### src/include/core_cfg.svh
/*
 Widths, opcodes and ALU operation codes of the RV32I integer pipeline.
 Only OP, OP-IMM and LUI are decoded, and everything else counts as illegal.
 Forward selection codes follow the MEM/WB = 1, EX/MEM = 2 order of the mux.
*/
`ifndef CORE_CFG_SVH
`define CORE_CFG_SVH

// Data path and register index widths
`define CORE_XLEN       32
`define CORE_REG_IDX_W  5

// Major opcodes
`define CORE_OPC_OP     7'b0110011
`define CORE_OPC_OP_IMM 7'b0010011
`define CORE_OPC_LUI    7'b0110111

// funct3 field values
`define CORE_F3_ADD     3'b000
`define CORE_F3_SLL     3'b001
`define CORE_F3_SLT     3'b010
`define CORE_F3_SLTU    3'b011
`define CORE_F3_XOR     3'b100
`define CORE_F3_SR      3'b101
`define CORE_F3_OR      3'b110
`define CORE_F3_AND     3'b111

// funct7 values, base and SUB/SRA variant
`define CORE_F7_BASE    7'b0000000
`define CORE_F7_ALT     7'b0100000

// ALU operation codes
`define CORE_ALU_OP_W   4
`define CORE_ALU_ADD    4'd0
`define CORE_ALU_SUB    4'd1
`define CORE_ALU_SLL    4'd2
`define CORE_ALU_SLT    4'd3
`define CORE_ALU_SLTU   4'd4
`define CORE_ALU_XOR    4'd5
`define CORE_ALU_SRL    4'd6
`define CORE_ALU_SRA    4'd7
`define CORE_ALU_OR     4'd8
`define CORE_ALU_AND    4'd9
`define CORE_ALU_LUI    4'd10

// Operand forward selections
`define CORE_FWD_NONE   2'b00
`define CORE_FWD_MEM_WB 2'b01
`define CORE_FWD_EX_MEM 2'b10

`endif

### src/source/core_pkg.sv
/*
 Shared vector types of the integer pipeline.
 Widths come from the cfg header, so change them there only.
*/
`default_nettype none

`include "core_cfg.svh"

package core_pkg;

	// One data word, used for operands, results and instructions
	typedef logic [`CORE_XLEN-1:0] word_t;

	// Integer register index, x0 to x31
	typedef logic [`CORE_REG_IDX_W-1:0] reg_idx_t;

	// ALU operation code, see CORE_ALU_* macros
	typedef logic [`CORE_ALU_OP_W-1:0] alu_op_t;

	// Forward mux select, see CORE_FWD_* macros
	typedef logic [1:0] fwd_sel_t;

endpackage

`default_nettype wire

### src/source/int_decoder.sv
/*
 Combinational decode of RV32I OP, OP-IMM and LUI.
 Unknown opcodes and funct7 values are flagged illegal and never write.
 rs1/rs2 fields are passed on as-is even where the format has none.
*/
`default_nettype none

`include "core_cfg.svh"

module int_decoder import core_pkg::*; (
	input  word_t    instr,
	input  logic     instr_valid,
	output reg_idx_t rs1,
	output reg_idx_t rs2,
	output reg_idx_t rd,
	output word_t    imm,
	output logic     use_imm,
	output alu_op_t  alu_op,
	output logic     reg_wr,
	output logic     illegal
);

	logic [6:0] opcode;
	logic [2:0] funct3;
	logic [6:0] funct7;
	logic       f7_base;
	logic       f7_alt;
	logic       known;

	// Instruction fields
	assign opcode = instr[6:0];
	assign funct3 = instr[14:12];
	assign funct7 = instr[31:25];
	assign rs1    = instr[19:15];
	assign rs2    = instr[24:20];
	assign rd     = instr[11:7];

	assign f7_base = (funct7 == `CORE_F7_BASE);
	assign f7_alt  = (funct7 == `CORE_F7_ALT);

	always_comb begin
		alu_op  = `CORE_ALU_ADD;
		use_imm = 1'b0;
		imm     = '0;
		known   = 1'b1;
		case (opcode)
			`CORE_OPC_OP: begin
				// Only ADD/SUB and SRL/SRA accept the alternate funct7
				case (funct3)
					`CORE_F3_ADD:  alu_op = f7_alt ? `CORE_ALU_SUB : `CORE_ALU_ADD;
					`CORE_F3_SLL:  alu_op = `CORE_ALU_SLL;
					`CORE_F3_SLT:  alu_op = `CORE_ALU_SLT;
					`CORE_F3_SLTU: alu_op = `CORE_ALU_SLTU;
					`CORE_F3_XOR:  alu_op = `CORE_ALU_XOR;
					`CORE_F3_SR:   alu_op = f7_alt ? `CORE_ALU_SRA : `CORE_ALU_SRL;
					`CORE_F3_OR:   alu_op = `CORE_ALU_OR;
					default:       alu_op = `CORE_ALU_AND;
				endcase
				if (funct3 == `CORE_F3_ADD || funct3 == `CORE_F3_SR)
					known = f7_base || f7_alt;
				else
					known = f7_base;
			end
			`CORE_OPC_OP_IMM: begin
				use_imm = 1'b1;
				// Sign-extended I immediate
				imm = {{(`CORE_XLEN-12){instr[31]}}, instr[31:20]};
				case (funct3)
					`CORE_F3_ADD:  alu_op = `CORE_ALU_ADD;
					`CORE_F3_SLL:  alu_op = `CORE_ALU_SLL;
					`CORE_F3_SLT:  alu_op = `CORE_ALU_SLT;
					`CORE_F3_SLTU: alu_op = `CORE_ALU_SLTU;
					`CORE_F3_XOR:  alu_op = `CORE_ALU_XOR;
					`CORE_F3_SR:   alu_op = f7_alt ? `CORE_ALU_SRA : `CORE_ALU_SRL;
					`CORE_F3_OR:   alu_op = `CORE_ALU_OR;
					default:       alu_op = `CORE_ALU_AND;
				endcase
				// funct7 only matters for the shift-immediate forms
				if (funct3 == `CORE_F3_SLL)
					known = f7_base;
				else if (funct3 == `CORE_F3_SR)
					known = f7_base || f7_alt;
			end
			`CORE_OPC_LUI: begin
				use_imm = 1'b1;
				alu_op  = `CORE_ALU_LUI;
				// U immediate, low 12 bits zero
				imm     = {instr[31:12], 12'b0};
			end
			default: known = 1'b0;
		endcase
	end

	// Writes to x0 are dropped here, so later stages never see them
	assign reg_wr  = instr_valid && known && (rd != '0);
	assign illegal = instr_valid && !known;

endmodule

`default_nettype wire

### src/source/int_regfile.sv
/*
 32 x 32 integer register file, x0 hard-wired to zero.
 Reads are combinational; a read of the register being written
 returns the new data in the same cycle.
*/
`default_nettype none

module int_regfile import core_pkg::*; (
	input  logic     clk,
	input  logic     rst,
	input  reg_idx_t rs1,
	input  reg_idx_t rs2,
	input  logic     wr_en,
	input  reg_idx_t wr_idx,
	input  word_t    wr_data,
	output word_t    rs1_data,
	output word_t    rs2_data
);

	// Entry 0 exists but is never written
	word_t regs [32];

	always_ff @(posedge clk) begin
		if (rst) begin
			for (int i = 0; i < 32; i++)
				regs[i] <= '0;
		end else if (wr_en && wr_idx != '0) begin
			regs[wr_idx] <= wr_data;
		end
	end

	// Read port 1 with write-through
	always_comb begin
		if (rs1 == '0)
			rs1_data = '0;
		else if (wr_en && wr_idx == rs1)
			rs1_data = wr_data;
		else
			rs1_data = regs[rs1];
	end

	// Read port 2 with write-through
	always_comb begin
		if (rs2 == '0)
			rs2_data = '0;
		else if (wr_en && wr_idx == rs2)
			rs2_data = wr_data;
		else
			rs2_data = regs[rs2];
	end

endmodule

`default_nettype wire

### src/source/id_ex_reg.sv
/*
 ID/EX pipeline register, one decoded instruction for the EX stage.
 Only the write enable and illegal flag are reset; a cleared stage is a bubble.
*/
`default_nettype none

module id_ex_reg import core_pkg::*; (
	input  logic     clk,
	input  logic     rst,
	input  logic     illegal,
	input  reg_idx_t rs1,
	input  reg_idx_t rs2,
	input  reg_idx_t rd,
	input  word_t    rs1_data,
	input  word_t    rs2_data,
	input  word_t    imm,
	input  logic     use_imm,
	input  alu_op_t  alu_op,
	input  logic     reg_wr,
	output logic     ex_illegal,
	output reg_idx_t ex_rs1,
	output reg_idx_t ex_rs2,
	output reg_idx_t ex_rd,
	output word_t    ex_rs1_data,
	output word_t    ex_rs2_data,
	output word_t    ex_imm,
	output logic     ex_use_imm,
	output alu_op_t  ex_alu_op,
	output logic     ex_reg_wr
);

	// Control bits
	always_ff @(posedge clk) begin
		if (rst) begin
			ex_reg_wr  <= 1'b0;
			ex_illegal <= 1'b0;
		end else begin
			ex_reg_wr  <= reg_wr;
			ex_illegal <= illegal;
		end
	end

	// Operands and decoded fields
	always_ff @(posedge clk) begin
		ex_rs1      <= rs1;
		ex_rs2      <= rs2;
		ex_rd       <= rd;
		ex_rs1_data <= rs1_data;
		ex_rs2_data <= rs2_data;
		ex_imm      <= imm;
		ex_use_imm  <= use_imm;
		ex_alu_op   <= alu_op;
	end

endmodule

`default_nettype wire

### src/source/int_forward.sv
/*
 Integer forwarding for the two EX operands.
 EX/MEM wins over MEM/WB; x0 and non-writing stages are never forwarded.
 Distance three is covered by the register file write-through.
*/
`default_nettype none

`include "core_cfg.svh"

module int_forward import core_pkg::*; (
	input  reg_idx_t ex_rs1,
	input  reg_idx_t ex_rs2,
	input  word_t    ex_rs1_data,
	input  word_t    ex_rs2_data,
	input  reg_idx_t mem_rd,
	input  logic     mem_reg_wr,
	input  word_t    mem_result,
	input  reg_idx_t wb_rd,
	input  logic     wb_reg_wr,
	input  word_t    wb_result,
	output word_t    op_a,
	output word_t    op_b
);

	fwd_sel_t sel_a;
	fwd_sel_t sel_b;

	// Newest producer of src, or none
	function automatic fwd_sel_t pick(input reg_idx_t src);
		if (src == '0)
			return `CORE_FWD_NONE;
		if (mem_reg_wr && mem_rd == src)
			return `CORE_FWD_EX_MEM;
		if (wb_reg_wr && wb_rd == src)
			return `CORE_FWD_MEM_WB;
		return `CORE_FWD_NONE;
	endfunction

	// Operand mux driven by a select
	function automatic word_t mux(input fwd_sel_t sel, input word_t reg_val);
		case (sel)
			`CORE_FWD_EX_MEM: return mem_result;
			`CORE_FWD_MEM_WB: return wb_result;
			default:          return reg_val;
		endcase
	endfunction

	assign sel_a = pick(ex_rs1);
	assign sel_b = pick(ex_rs2);

	assign op_a = mux(sel_a, ex_rs1_data);
	assign op_b = mux(sel_b, ex_rs2_data);

endmodule

`default_nettype wire

### src/source/int_alu.sv
/*
 Combinational RV32I integer ALU.
 Shifts use the low five bits of the second operand.
 No overflow flag; results simply wrap.
*/
`default_nettype none

`include "core_cfg.svh"

module int_alu import core_pkg::*; (
	input  word_t   op_a,
	input  word_t   op_b,
	input  word_t   imm,
	input  logic    use_imm,
	input  alu_op_t alu_op,
	output word_t   result
);

	word_t      src_b;
	logic [4:0] shamt;
	logic       lt_signed;
	logic       lt_unsigned;

	// Immediate replaces rs2 for OP-IMM and LUI
	assign src_b = use_imm ? imm : op_b;
	assign shamt = src_b[4:0];

	// Compare results for SLT/SLTU
	assign lt_signed   = $signed(op_a) < $signed(src_b);
	assign lt_unsigned = op_a < src_b;

	always_comb begin
		case (alu_op)
			`CORE_ALU_ADD:  result = op_a + src_b;
			`CORE_ALU_SUB:  result = op_a - src_b;
			`CORE_ALU_SLL:  result = op_a << shamt;
			`CORE_ALU_SLT:  result = {{(`CORE_XLEN-1){1'b0}}, lt_signed};
			`CORE_ALU_SLTU: result = {{(`CORE_XLEN-1){1'b0}}, lt_unsigned};
			`CORE_ALU_XOR:  result = op_a ^ src_b;
			`CORE_ALU_SRL:  result = op_a >> shamt;
			// Arithmetic shift keeps the sign bit
			`CORE_ALU_SRA:  result = word_t'($signed(op_a) >>> shamt);
			`CORE_ALU_OR:   result = op_a | src_b;
			`CORE_ALU_AND:  result = op_a & src_b;
			// U immediate goes straight through
			`CORE_ALU_LUI:  result = imm;
			default:        result = '0;
		endcase
	end

endmodule

`default_nettype wire

### src/source/ex_wb_regs.sv
/*
 EX/MEM and MEM/WB pipeline registers.
 MEM/WB drives writeback and both stages feed forwarding.
 illegal_instr is registered from the EX-stage flag, one stage after ID/EX.
*/
`default_nettype none

module ex_wb_regs import core_pkg::*; (
	input  logic     clk,
	input  logic     rst,
	input  reg_idx_t ex_rd,
	input  logic     ex_reg_wr,
	input  logic     ex_illegal,
	input  word_t    result,
	output reg_idx_t mem_rd,
	output logic     mem_reg_wr,
	output word_t    mem_result,
	output reg_idx_t wb_rd,
	output logic     wb_reg_wr,
	output word_t    wb_result,
	output logic     illegal_instr
);

	// Write enables and illegal pulse
	always_ff @(posedge clk) begin
		if (rst) begin
			mem_reg_wr    <= 1'b0;
			wb_reg_wr     <= 1'b0;
			illegal_instr <= 1'b0;
		end else begin
			mem_reg_wr    <= ex_reg_wr;
			wb_reg_wr     <= mem_reg_wr;
			illegal_instr <= ex_illegal;
		end
	end

	// EX/MEM payload
	always_ff @(posedge clk) begin
		mem_rd     <= ex_rd;
		mem_result <= result;
	end

	// MEM/WB payload, no memory access in between
	always_ff @(posedge clk) begin
		wb_rd     <= mem_rd;
		wb_result <= mem_result;
	end

endmodule

`default_nettype wire

### src/source/rv32i_core.sv
/*
 Three-stage RV32I integer pipeline, ID/EX, EX/MEM, MEM/WB.
 Always accepts; instr_valid low inserts a bubble.
 A result shows on wb_* three cycles after acceptance and is written
 into the register file on the following edge.
*/
`default_nettype none

module rv32i_core import core_pkg::*; (
	input  logic     clk,
	input  logic     rst,
	input  word_t    instr,
	input  logic     instr_valid,
	output logic     wb_valid,
	output reg_idx_t wb_rd,
	output word_t    wb_data,
	output logic     illegal_instr
);

	// Decode stage
	reg_idx_t dec_rs1;
	reg_idx_t dec_rs2;
	reg_idx_t dec_rd;
	word_t    dec_imm;
	logic     dec_use_imm;
	alu_op_t  dec_alu_op;
	logic     dec_reg_wr;
	logic     dec_illegal;
	word_t    rf_rs1_data;
	word_t    rf_rs2_data;

	// Execute stage
	logic     ex_illegal;
	reg_idx_t ex_rs1;
	reg_idx_t ex_rs2;
	reg_idx_t ex_rd;
	word_t    ex_rs1_data;
	word_t    ex_rs2_data;
	word_t    ex_imm;
	logic     ex_use_imm;
	alu_op_t  ex_alu_op;
	logic     ex_reg_wr;
	word_t    op_a;
	word_t    op_b;
	word_t    alu_result;

	// Memory stage, forwarding source only
	reg_idx_t mem_rd;
	logic     mem_reg_wr;
	word_t    mem_result;

	int_decoder i_decoder (
		.instr       (instr),
		.instr_valid (instr_valid),
		.rs1         (dec_rs1),
		.rs2         (dec_rs2),
		.rd          (dec_rd),
		.imm         (dec_imm),
		.use_imm     (dec_use_imm),
		.alu_op      (dec_alu_op),
		.reg_wr      (dec_reg_wr),
		.illegal     (dec_illegal)
	);

	// Written straight from MEM/WB
	int_regfile i_regfile (
		.clk      (clk),
		.rst      (rst),
		.rs1      (dec_rs1),
		.rs2      (dec_rs2),
		.wr_en    (wb_valid),
		.wr_idx   (wb_rd),
		.wr_data  (wb_data),
		.rs1_data (rf_rs1_data),
		.rs2_data (rf_rs2_data)
	);

	id_ex_reg i_id_ex (
		.clk         (clk),
		.rst         (rst),
		.illegal     (dec_illegal),
		.rs1         (dec_rs1),
		.rs2         (dec_rs2),
		.rd          (dec_rd),
		.rs1_data    (rf_rs1_data),
		.rs2_data    (rf_rs2_data),
		.imm         (dec_imm),
		.use_imm     (dec_use_imm),
		.alu_op      (dec_alu_op),
		.reg_wr      (dec_reg_wr),
		.ex_illegal  (ex_illegal),
		.ex_rs1      (ex_rs1),
		.ex_rs2      (ex_rs2),
		.ex_rd       (ex_rd),
		.ex_rs1_data (ex_rs1_data),
		.ex_rs2_data (ex_rs2_data),
		.ex_imm      (ex_imm),
		.ex_use_imm  (ex_use_imm),
		.ex_alu_op   (ex_alu_op),
		.ex_reg_wr   (ex_reg_wr)
	);

	int_forward i_forward (
		.ex_rs1      (ex_rs1),
		.ex_rs2      (ex_rs2),
		.ex_rs1_data (ex_rs1_data),
		.ex_rs2_data (ex_rs2_data),
		.mem_rd      (mem_rd),
		.mem_reg_wr  (mem_reg_wr),
		.mem_result  (mem_result),
		.wb_rd       (wb_rd),
		.wb_reg_wr   (wb_valid),
		.wb_result   (wb_data),
		.op_a        (op_a),
		.op_b        (op_b)
	);

	int_alu i_alu (
		.op_a    (op_a),
		.op_b    (op_b),
		.imm     (ex_imm),
		.use_imm (ex_use_imm),
		.alu_op  (ex_alu_op),
		.result  (alu_result)
	);

	// MEM/WB outputs are the writeback port
	ex_wb_regs i_ex_wb (
		.clk           (clk),
		.rst           (rst),
		.ex_rd         (ex_rd),
		.ex_reg_wr     (ex_reg_wr),
		.ex_illegal    (ex_illegal),
		.result        (alu_result),
		.mem_rd        (mem_rd),
		.mem_reg_wr    (mem_reg_wr),
		.mem_result    (mem_result),
		.wb_rd         (wb_rd),
		.wb_reg_wr     (wb_valid),
		.wb_result     (wb_data),
		.illegal_instr (illegal_instr)
	);

endmodule

`default_nettype wire

### config.mk
export PLATFORM = sky130hd
export DESIGN_NAME = rv32i_core
export DESIGN_NICKNAME = d
export VERILOG_FILES = /design/src/source/core_pkg.sv /design/src/source/int_decoder.sv /design/src/source/int_regfile.sv /design/src/source/id_ex_reg.sv /design/src/source/int_forward.sv /design/src/source/int_alu.sv /design/src/source/ex_wb_regs.sv /design/src/source/rv32i_core.sv
export VERILOG_INCLUDE_DIRS = /design/src /design/src/include
export SDC_FILE = /design/constraint.sdc
export NUM_CORES = 2
export LEC_CHECK = 0
export BUFFER_PORTS_ARGS = -buffer_cell sky130_fd_sc_hd__buf_2
export CAP_MARGIN = 20
export CORE_ASPECT_RATIO = 0.9
export CORE_MARGIN = 5
export CORE_UTILIZATION = 56
export DETAILED_ROUTE_END_ITERATION = 8
export MAX_ROUTING_LAYER = met4
export PLACE_DENSITY_LB_ADDON = 0.12
export REMOVE_ABC_BUFFERS = 1
export SLEW_MARGIN = 15
export SYNTH_ARGS = -nofsm -noshare
export SYNTH_HDL_FRONTEND = slang
export SYNTH_SLANG_ARGS = --single-unit
### constraint.sdc
create_clock -name clk -period 6.8 [get_ports clk]
set_clock_uncertainty 0.05 [all_clocks]
set_input_delay 0.34 -clock clk [delete_from_list [all_inputs] [get_ports clk]]
set_output_delay 0.34 -clock clk [all_outputs]
set_load 0.01 [all_outputs]
; ---- Word-level counts from Yosys, hierarchy flattened
; Memory sizes are Yosys's and may differ from the RTL's.
; Cells that the tools add are included.
[word_totals]
register_bits = 195
latch_bits = 0
ram_bits = 1024
mem_bits_ro = 0
inputBits = 35
out_inout_bits = 39
wordCells = 131
mem_count = 1
[mem_list]
columns = name, depth, word_bits, read_ports, rd_ports_with_merged_regs, write_ports, line
row1 = i_regfile.regs, 32, 32, 2, 0, 32, int_regfile.sv:21  ; word_t regs [32];
[classes]
add_sub_neg = 2
n_mul = 0
div_mod_pow = 0
magnitude_cmp = 2
n_eq_ne = 30
shifts = 3
n_mux = 49
bitwise = 3
n_reduce_logical = 24
[ops]
columns = operator, n
row1 = $pmux 32 s11, 1
row2 = $pmux 32 s2, 3
row3 = $mux 32, 4
row4 = $lt 32x32->1, 2
row5 = $pmux 4 s7, 2
row6 = $add 32x32->32, 1
row7 = $and 32x32->32, 1
row8 = $or 32x32->32, 1
row9 = $reduce_or 32->1, 1
row10 = $shl 32x5->32, 1
row11 = $shr 32x5->32, 1
row12 = $sshr 32x5->32, 1
row13 = $sub 32x32->32, 1
row14 = $xor 32x32->32, 1
row15 = $eq 5x5->1, 6
row16 = $mux 1, 24
row17 = $mux 2, 12
row18 = $eq 7x6->1 const B, 3
row19 = $logic_not 5->1, 4
row20 = $eq 4x3->1 const B, 4
row21 = $eq 4x4->1 const B, 3
row22 = $pmux 4 s3, 1
row23 = $logic_and 1x1->1, 10
row24 = $reduce_bool 5->1, 2
row25 = 16 further kinds, 23

; ---- Logic depth before layout (Yosys ltp)
[depth]
ltp_word = 14
mapped_depth = 24
depth_no_buf = 21

; ---- Modules after synthesis
; From an unflattened synthesis, not the netlist that was laid out.
[unflattened]
cells_unflattened = 5716
area_unflattened_um2 = 70044.7
[by_module_without_submodules]
columns = mod, instances, cells_each, area_per_inst_um2, seq_area_each_um2
row1 = int_regfile, 1, 3740, 54722.5, 30749.5
row2 = int_alu, 1, 1406, 9263.9, 0.0
row3 = id_ex_reg, 1, 120, 2374.8, 2362.3
row4 = ex_wb_regs, 1, 80, 1560.2, 1541.5
row5 = int_forward, 1, 262, 1491.4, 0.0
row6 = int_decoder, 1, 108, 631.9, 0.0

; ---- Worst setup path after synthesis
; No wires, ideal clock.
[synth_timing]
path_kind = reg2reg
startpoint = reg i_ex_wb.wb_rd[2]
endpoint = reg i_ex_wb.mem_result[27]
setup_ps = 133
arrival_ps = 5676
required_ps = 6617
path_slack_ps = 941
stages_incl_launch_ff = 25
n_path_buf = 7
synth_period_minus_slack_ps = 5859
path_cell_list = dfxtp_1 -> buf_1 -> xnor2_1 -> nand2_1 -> nor4_1 -> ha_1 -> buf_2 -> clkbuf_1 -> a221oi_1 -> o31a_1 -> clkbuf_1 -> clkbuf_1 -> clkbuf_1 -> clkbuf_1 -> ha_1 -> or2_0 -> a211oi_1 -> a211oi_1 -> a22oi_1 -> a31oi_1 -> a211oi_1 -> o311ai_1 -> a22oi_1 -> xnor2_1 -> o211ai_1
[synth_between]
elab_chain_len = 13
elab_cells_between_ends = 34
cone_classes = 2 x add/sub / 6 x eq/ne / 3 x shift / 18 x mux / 3 x bitwise / 2 x reduce/logical
[synth_rtl]
columns = element, line
row1 = from (decl), ex_wb_regs.sv:18  ; output reg_idx_t wb_rd,
row2 = from (signal assigned), ex_wb_regs.sv:45  ; wb_rd <= mem_rd;
row3 = $eq 5x5->1, int_forward.sv:34  ; if (wb_reg_wr && wb_rd == src)
row4 = $logic_and 1x1->1, int_forward.sv:34
row5 = $mux 1 (2 in a row), int_forward.sv:34
row6 = $mux 1, int_forward.sv:32  ; if (mem_reg_wr && mem_rd == src)
row7 = $mux 2, int_forward.sv:36  ; return `CORE_FWD_NONE;
row8 = $mux 2, int_forward.sv:34
row9 = $mux 2, int_forward.sv:32
row10 = $eq 2x1->1 or $eq 2x2->1 (tied branches), int_forward.sv:41  ; case (sel)
row11 = $pmux 32 s2, int_forward.sv:41
row12 = $mux 32, int_alu.sv:25  ; assign src_b = use_imm ? imm : op_b;
row13 = "$sub 32x32->32, or another cell as far along", int_alu.sv:35  ; `CORE_ALU_SUB: result = op_a - src_b;
row14 = $pmux 32 s11 *, int_alu.sv:33  ; case (alu_op)
row15 = net alu_result[27], rv32i_core.sv:45  ; word_t alu_result;
row16 = to (signal assigned), ex_wb_regs.sv:40  ; mem_result <= result;
row17 = to (decl), ex_wb_regs.sv:17  ; output word_t mem_result,
; Mark *: on every way through the listed nets, which the timed path passes. The rest lies on a longest branch. The select of a mux whose other input is x is not followed.
; A chain may end at the register's enable or synchronous reset.

; ---- Worst setup path after layout
[layout_timing]
startpoint = reg i_ex_wb.wb_rd[3]
endpoint = reg i_ex_wb.mem_result[0]
[layout_between]
elab_chain_len = 13
elab_cells_between_ends = 36
cone_classes = 2 x add/sub / 2 x order compare / 6 x eq/ne / 3 x shift / 18 x mux / 3 x bitwise / 2 x reduce/logical
[layout_rtl]
columns = element, line
row1 = $eq 5x5->1, int_forward.sv:34
row2 = $logic_and 1x1->1, int_forward.sv:34
row3 = $mux 1 (2 in a row), int_forward.sv:34
row4 = $mux 1, int_forward.sv:32
row5 = $mux 2, int_forward.sv:36
row6 = $mux 2, int_forward.sv:34
row7 = $mux 2, int_forward.sv:32
row8 = $eq 2x1->1 or $eq 2x2->1 (tied branches), int_forward.sv:41
row9 = $pmux 32 s2, int_forward.sv:41
row10 = $mux 32, int_alu.sv:25
row11 = "$sub 32x32->32, or another cell as far along", int_alu.sv:35
row12 = $pmux 32 s11 *, int_alu.sv:33
row13 = net alu_result[0], rv32i_core.sv:45
; Marks and branches as above.

==> flow_summary_export.csv <==
group,metric,value,unit
clock_tree,ctsLongestPathBuffers,3,
synthesis,synth_common_cells,"edfxtp_1, and2_1, mux4_2, clkbuf_1, nor2_1",
critical_path,rr_worst_depth,18,
global_routing,gr-total-overflow,0,
synthesis,async_flop_share,0,%
sta,finalMaxSlewViolations,0,
clock_tree,clk-insertion-delay-late,0.79,ns
critical_path,reg2reg_to,"i_ex_wb.mem_result[0]$_DFF_P_",
route,wl,264600,µm
run,maxCapViolCount,0,
synthesis,synth_cell_type_count,82,
floorplan,placement_rows,122,
sta,setup_viol,0,
cells_and_area,nets,5368,
power,p_switching,7.050,mW
sta,layout_worst_path_cycle_share,93.54,%
synthesis,yosys_warnings,0,
clock_tree,tritoncts.num_buffers,134,
placement,dp_hpwl,166300,µm
clock_tree,cts_tree,"yes",
clock_tree,cts.htree.levels,4,
sta,min_period,6.361,ns
hold_path,holdCritStartpoint,"instr[19]",
floorplan,dieArea,131100,µm²
placement,routabilityCongestion,1.027,
clock_tree,clock-sinks,1219,
power,peakVddDrop,0.2549,mV
synthesis,synth_top_flop_cell,"edfxtp_1",
route,ant_nets,0,
clock_tree,cts_root_buf,"clkbuf_16",
critical_path,r2r_slack,0.44,ns
outcome,status,"finished, final reports clean",
synthesis,ys_ff_latch,1219,
route,vias,49600,
synthesis,synth_area_leader_cell,"edfxtp_1",
critical_path,worst_setup_path_start_kind,"flop",
route,drc_errors,0,
cells_and_area,final_util,62.38,%
cells_and_area,area_growth,10.54,%
global_routing,grt_max_degree,102,
global_routing,grt_pass1_wl,372400,µm
critical_path,crit_arrival,7.01,ns
sta,max_freq,157.2,MHz
sta,grt_setup_unrepaired,"false",
synthesis,postSynthAreaPerCell,13.17,µm²
critical_path,r2r_start,"i_ex_wb.wb_rd[3]$_DFF_P_",
power,leakage,28.20,nW
floorplan,io_pins,74,
critical_path,critical-path-max-stage-delay,0.66,ns
synthesis,synth-edff-count,1024,
critical_path,path_cells,"xor2_1 -> nor3_1 -> nand3_1 -> nor3_1 -> ha_2 -> buf_4 -> o21ai_1 -> ha_1 -> inv_1 -> a2111oi_1 -> o2111ai_1 -> and2_1 -> o21ai_1 -> o221ai_1 -> a21oi_1 -> o21bai_1 -> a2111oi_0 -> or4_1",
critical_path,worstSetupStartpoint,"i_ex_wb.wb_rd[3]$_DFF_P_",
critical_path,cp.required,7.45,ns
route,routedWlPerCell,37.99,µm
power,p_int,14.41,mW
power,p_clk_share,34.6,%
hold_path,min_to,"i_id_ex.ex_imm[19]$_DFF_P_",
clock_tree,cts_setup_buffers,0,
floorplan,initial_utilization,56.43,%
critical_path,worstPathMaxFanout,41,
critical_path,worstSetupPathType,"flop to flop",
floorplan,core,123000,µm²
global_routing,antenna_found_initial,22,
route,firstDrtPassIters,6,
sta,hold_viol,0,
synthesis,yosysSeqAreaShare,49.91,%
global_routing,track_usage,41.63,%
power,pwr_density_cell,279.7,nW/µm²
sta,holdWs,0.08949,ns
route,dr.first_iter.drc_count,7710,
critical_path,crit_path_end_kind,"flop",
sta,relSlewSlack,21.64,%
power,power_frac_seq,41.9,%
synthesis,synth_top_area_share,44.29,%
global_routing,grt_pass1_vias,48370,
clock_tree,clkSlewWorstSetupHoldPaths,0.06,ns
hold_path,min_path_type,"input port to flop",
synthesis,netlist_area,69430,µm²
cells_and_area,drive_gt1_share,22.74,%
floorplan,die_x,381.2,µm
placement,portBuffers,73,
synthesis,synth_top_cells_by_area,"edfxtp_1, mux4_2, and2_1, dfxtp_1, clkbuf_1",
sta,worstMarginPinSlew,1.175,ns
synthesis,synth_most_common_cell,"edfxtp_1",
critical_path,cp_slowest_cell,"dfxtp_1",
route,viasPerCell,7.121,
power,power.share.switching,32.85,%
hold_path,whs_path_depth,2,
synthesis,synth_cells,5273,
power,power_frac_comb,23.5,%
floorplan,die_height,344.0,µm
## timing repair
action,in CTS,in global routing
resized for setup,0,1
setup endpoints to repair,0,1
hold buffers,30,0
hold endpoints to repair,36,0
## flip-flops by register name, summed over array words and instances (netlist names)
register and cells:
i_ex_wb.illegal_instr 1, i_ex_wb.mem_rd 5, i_ex_wb.mem_reg_wr 1, i_ex_wb.mem_result 32
i_ex_wb.wb_rd 5, i_ex_wb.wb_reg_wr 1, i_ex_wb.wb_result 32, i_id_ex.ex_alu_op 4
i_id_ex.ex_illegal 1, i_id_ex.ex_imm 32, i_id_ex.ex_rd 5, i_id_ex.ex_reg_wr 1
i_id_ex.ex_rs1 5, i_id_ex.ex_rs1_data 32, i_id_ex.ex_rs2 5, i_id_ex.ex_rs2_data 32
i_id_ex.ex_use_imm 1, i_regfile.regs 1024
## final cells by class
type / instances / area (µm²)
diodes: 18 / 45.04
clock buffers: 178 / 3704
clock inverters: 65 / 714.4
fillers: 9250 / 46280
inverters: 99 / 371.6
multi-input cells: 3467 / 32840
flip-flops and latches: 1219 / 34660
well taps: 1612 / 2017
repair buffers: 307 / 2404
## worst max-delay path: cells and delay by family, from the launching register on
kind,cells,cell delay [ns]
fa+ha+maj,2,1.08
simple gates,5,0.98
flops,1,0.66
xor+xnor,1,0.13
buf+inv,2,0.66
compound gates,8,2.70
## cells by family (layout without fill, tap and decap cells)
group           count (synthesis)  count (layout)  synth area share [%]
buf+inv                       618             649                 3.404
other cells                     1              50              0.005401
xor+xnor                       58              58                0.7316
simple gates                 1720            1720                 13.70
flops                        1219            1219                 49.91
compound gates                762             762                 7.398
mux                           790             790                 22.94
fa+ha+maj                     105             105                 1.914
## placed cells by master, fill, tap and decap left out, drive strengths merged, types with 40 or more instances in the layout
cell type,n
clkbuf,178
dfxtp,195
buf,277
inv,103
mux4,640
clkinv,50
mux2i,139
a221oi,47
a21oi,135
o211ai,40
nor2,261
and2,1011
edfxtp,1024
a211oi,110
or2,40
o21ai,163
nand2,224
ha,103
a22oi,55
nor2b,46
## worst max-delay path by stage
stage / endpoint / slack (ns) / cells after the start
floorplan: i_ex_wb.mem_result[27]$_DFF_P_ / -1.24 / 17
finish: i_ex_wb.mem_result[0]$_DFF_P_ / 0.44 / 18
detailed placement: i_ex_wb.mem_result[0]$_DFF_P_ / 0.47 / 18
global placement: i_ex_wb.mem_result[0]$_DFF_P_ / 0.49 / 18
global route: i_ex_wb.mem_result[0]$_DFF_P_ / 0.07 / 18
CTS: i_ex_wb.mem_result[0]$_DFF_P_ / 0.41 / 18
## through the flow
stage                     cells  instance area [µm²]  TNS, ns  setup WS [ns]  power (mW)
after detailed placement   6673                71960        0         0.4653       14.00
after global routing       6957                76730        0        0.07275       22.07
after global placement     6672                71950        0         0.4908       14.02
final                      6965                76750        0         0.4393       21.46
after floorplan            4785                67560   -20.21         -1.240       11.52
after CTS                  6946                76680        0         0.4084       21.34
## power groups by stage
stage / registers [mW] / logic [mW] / clock network, mW
floorplan: 9.32 / 2.20 / 0
global placement: 9.12 / 4.89 / 0
detailed placement: 9.12 / 4.88 / 0
CTS: 8.97 / 4.91 / 7.46
global route: 9.03 / 5.28 / 7.77
finish: 8.99 / 5.05 / 7.42
## layer usage
layer | vias up | routed length [µm] | track usage [%]
met2 | 3794 | 119700 | 62.14
met4 | 0 | 11110 | 14.83
met3 | 655 | 35220 | 11.57
li1 | 19920 | - | -
met5 | - | 0 | -
met1 | 25240 | 98540 | 55.58
Note: power is estimated with default switching activity, not from simulation.
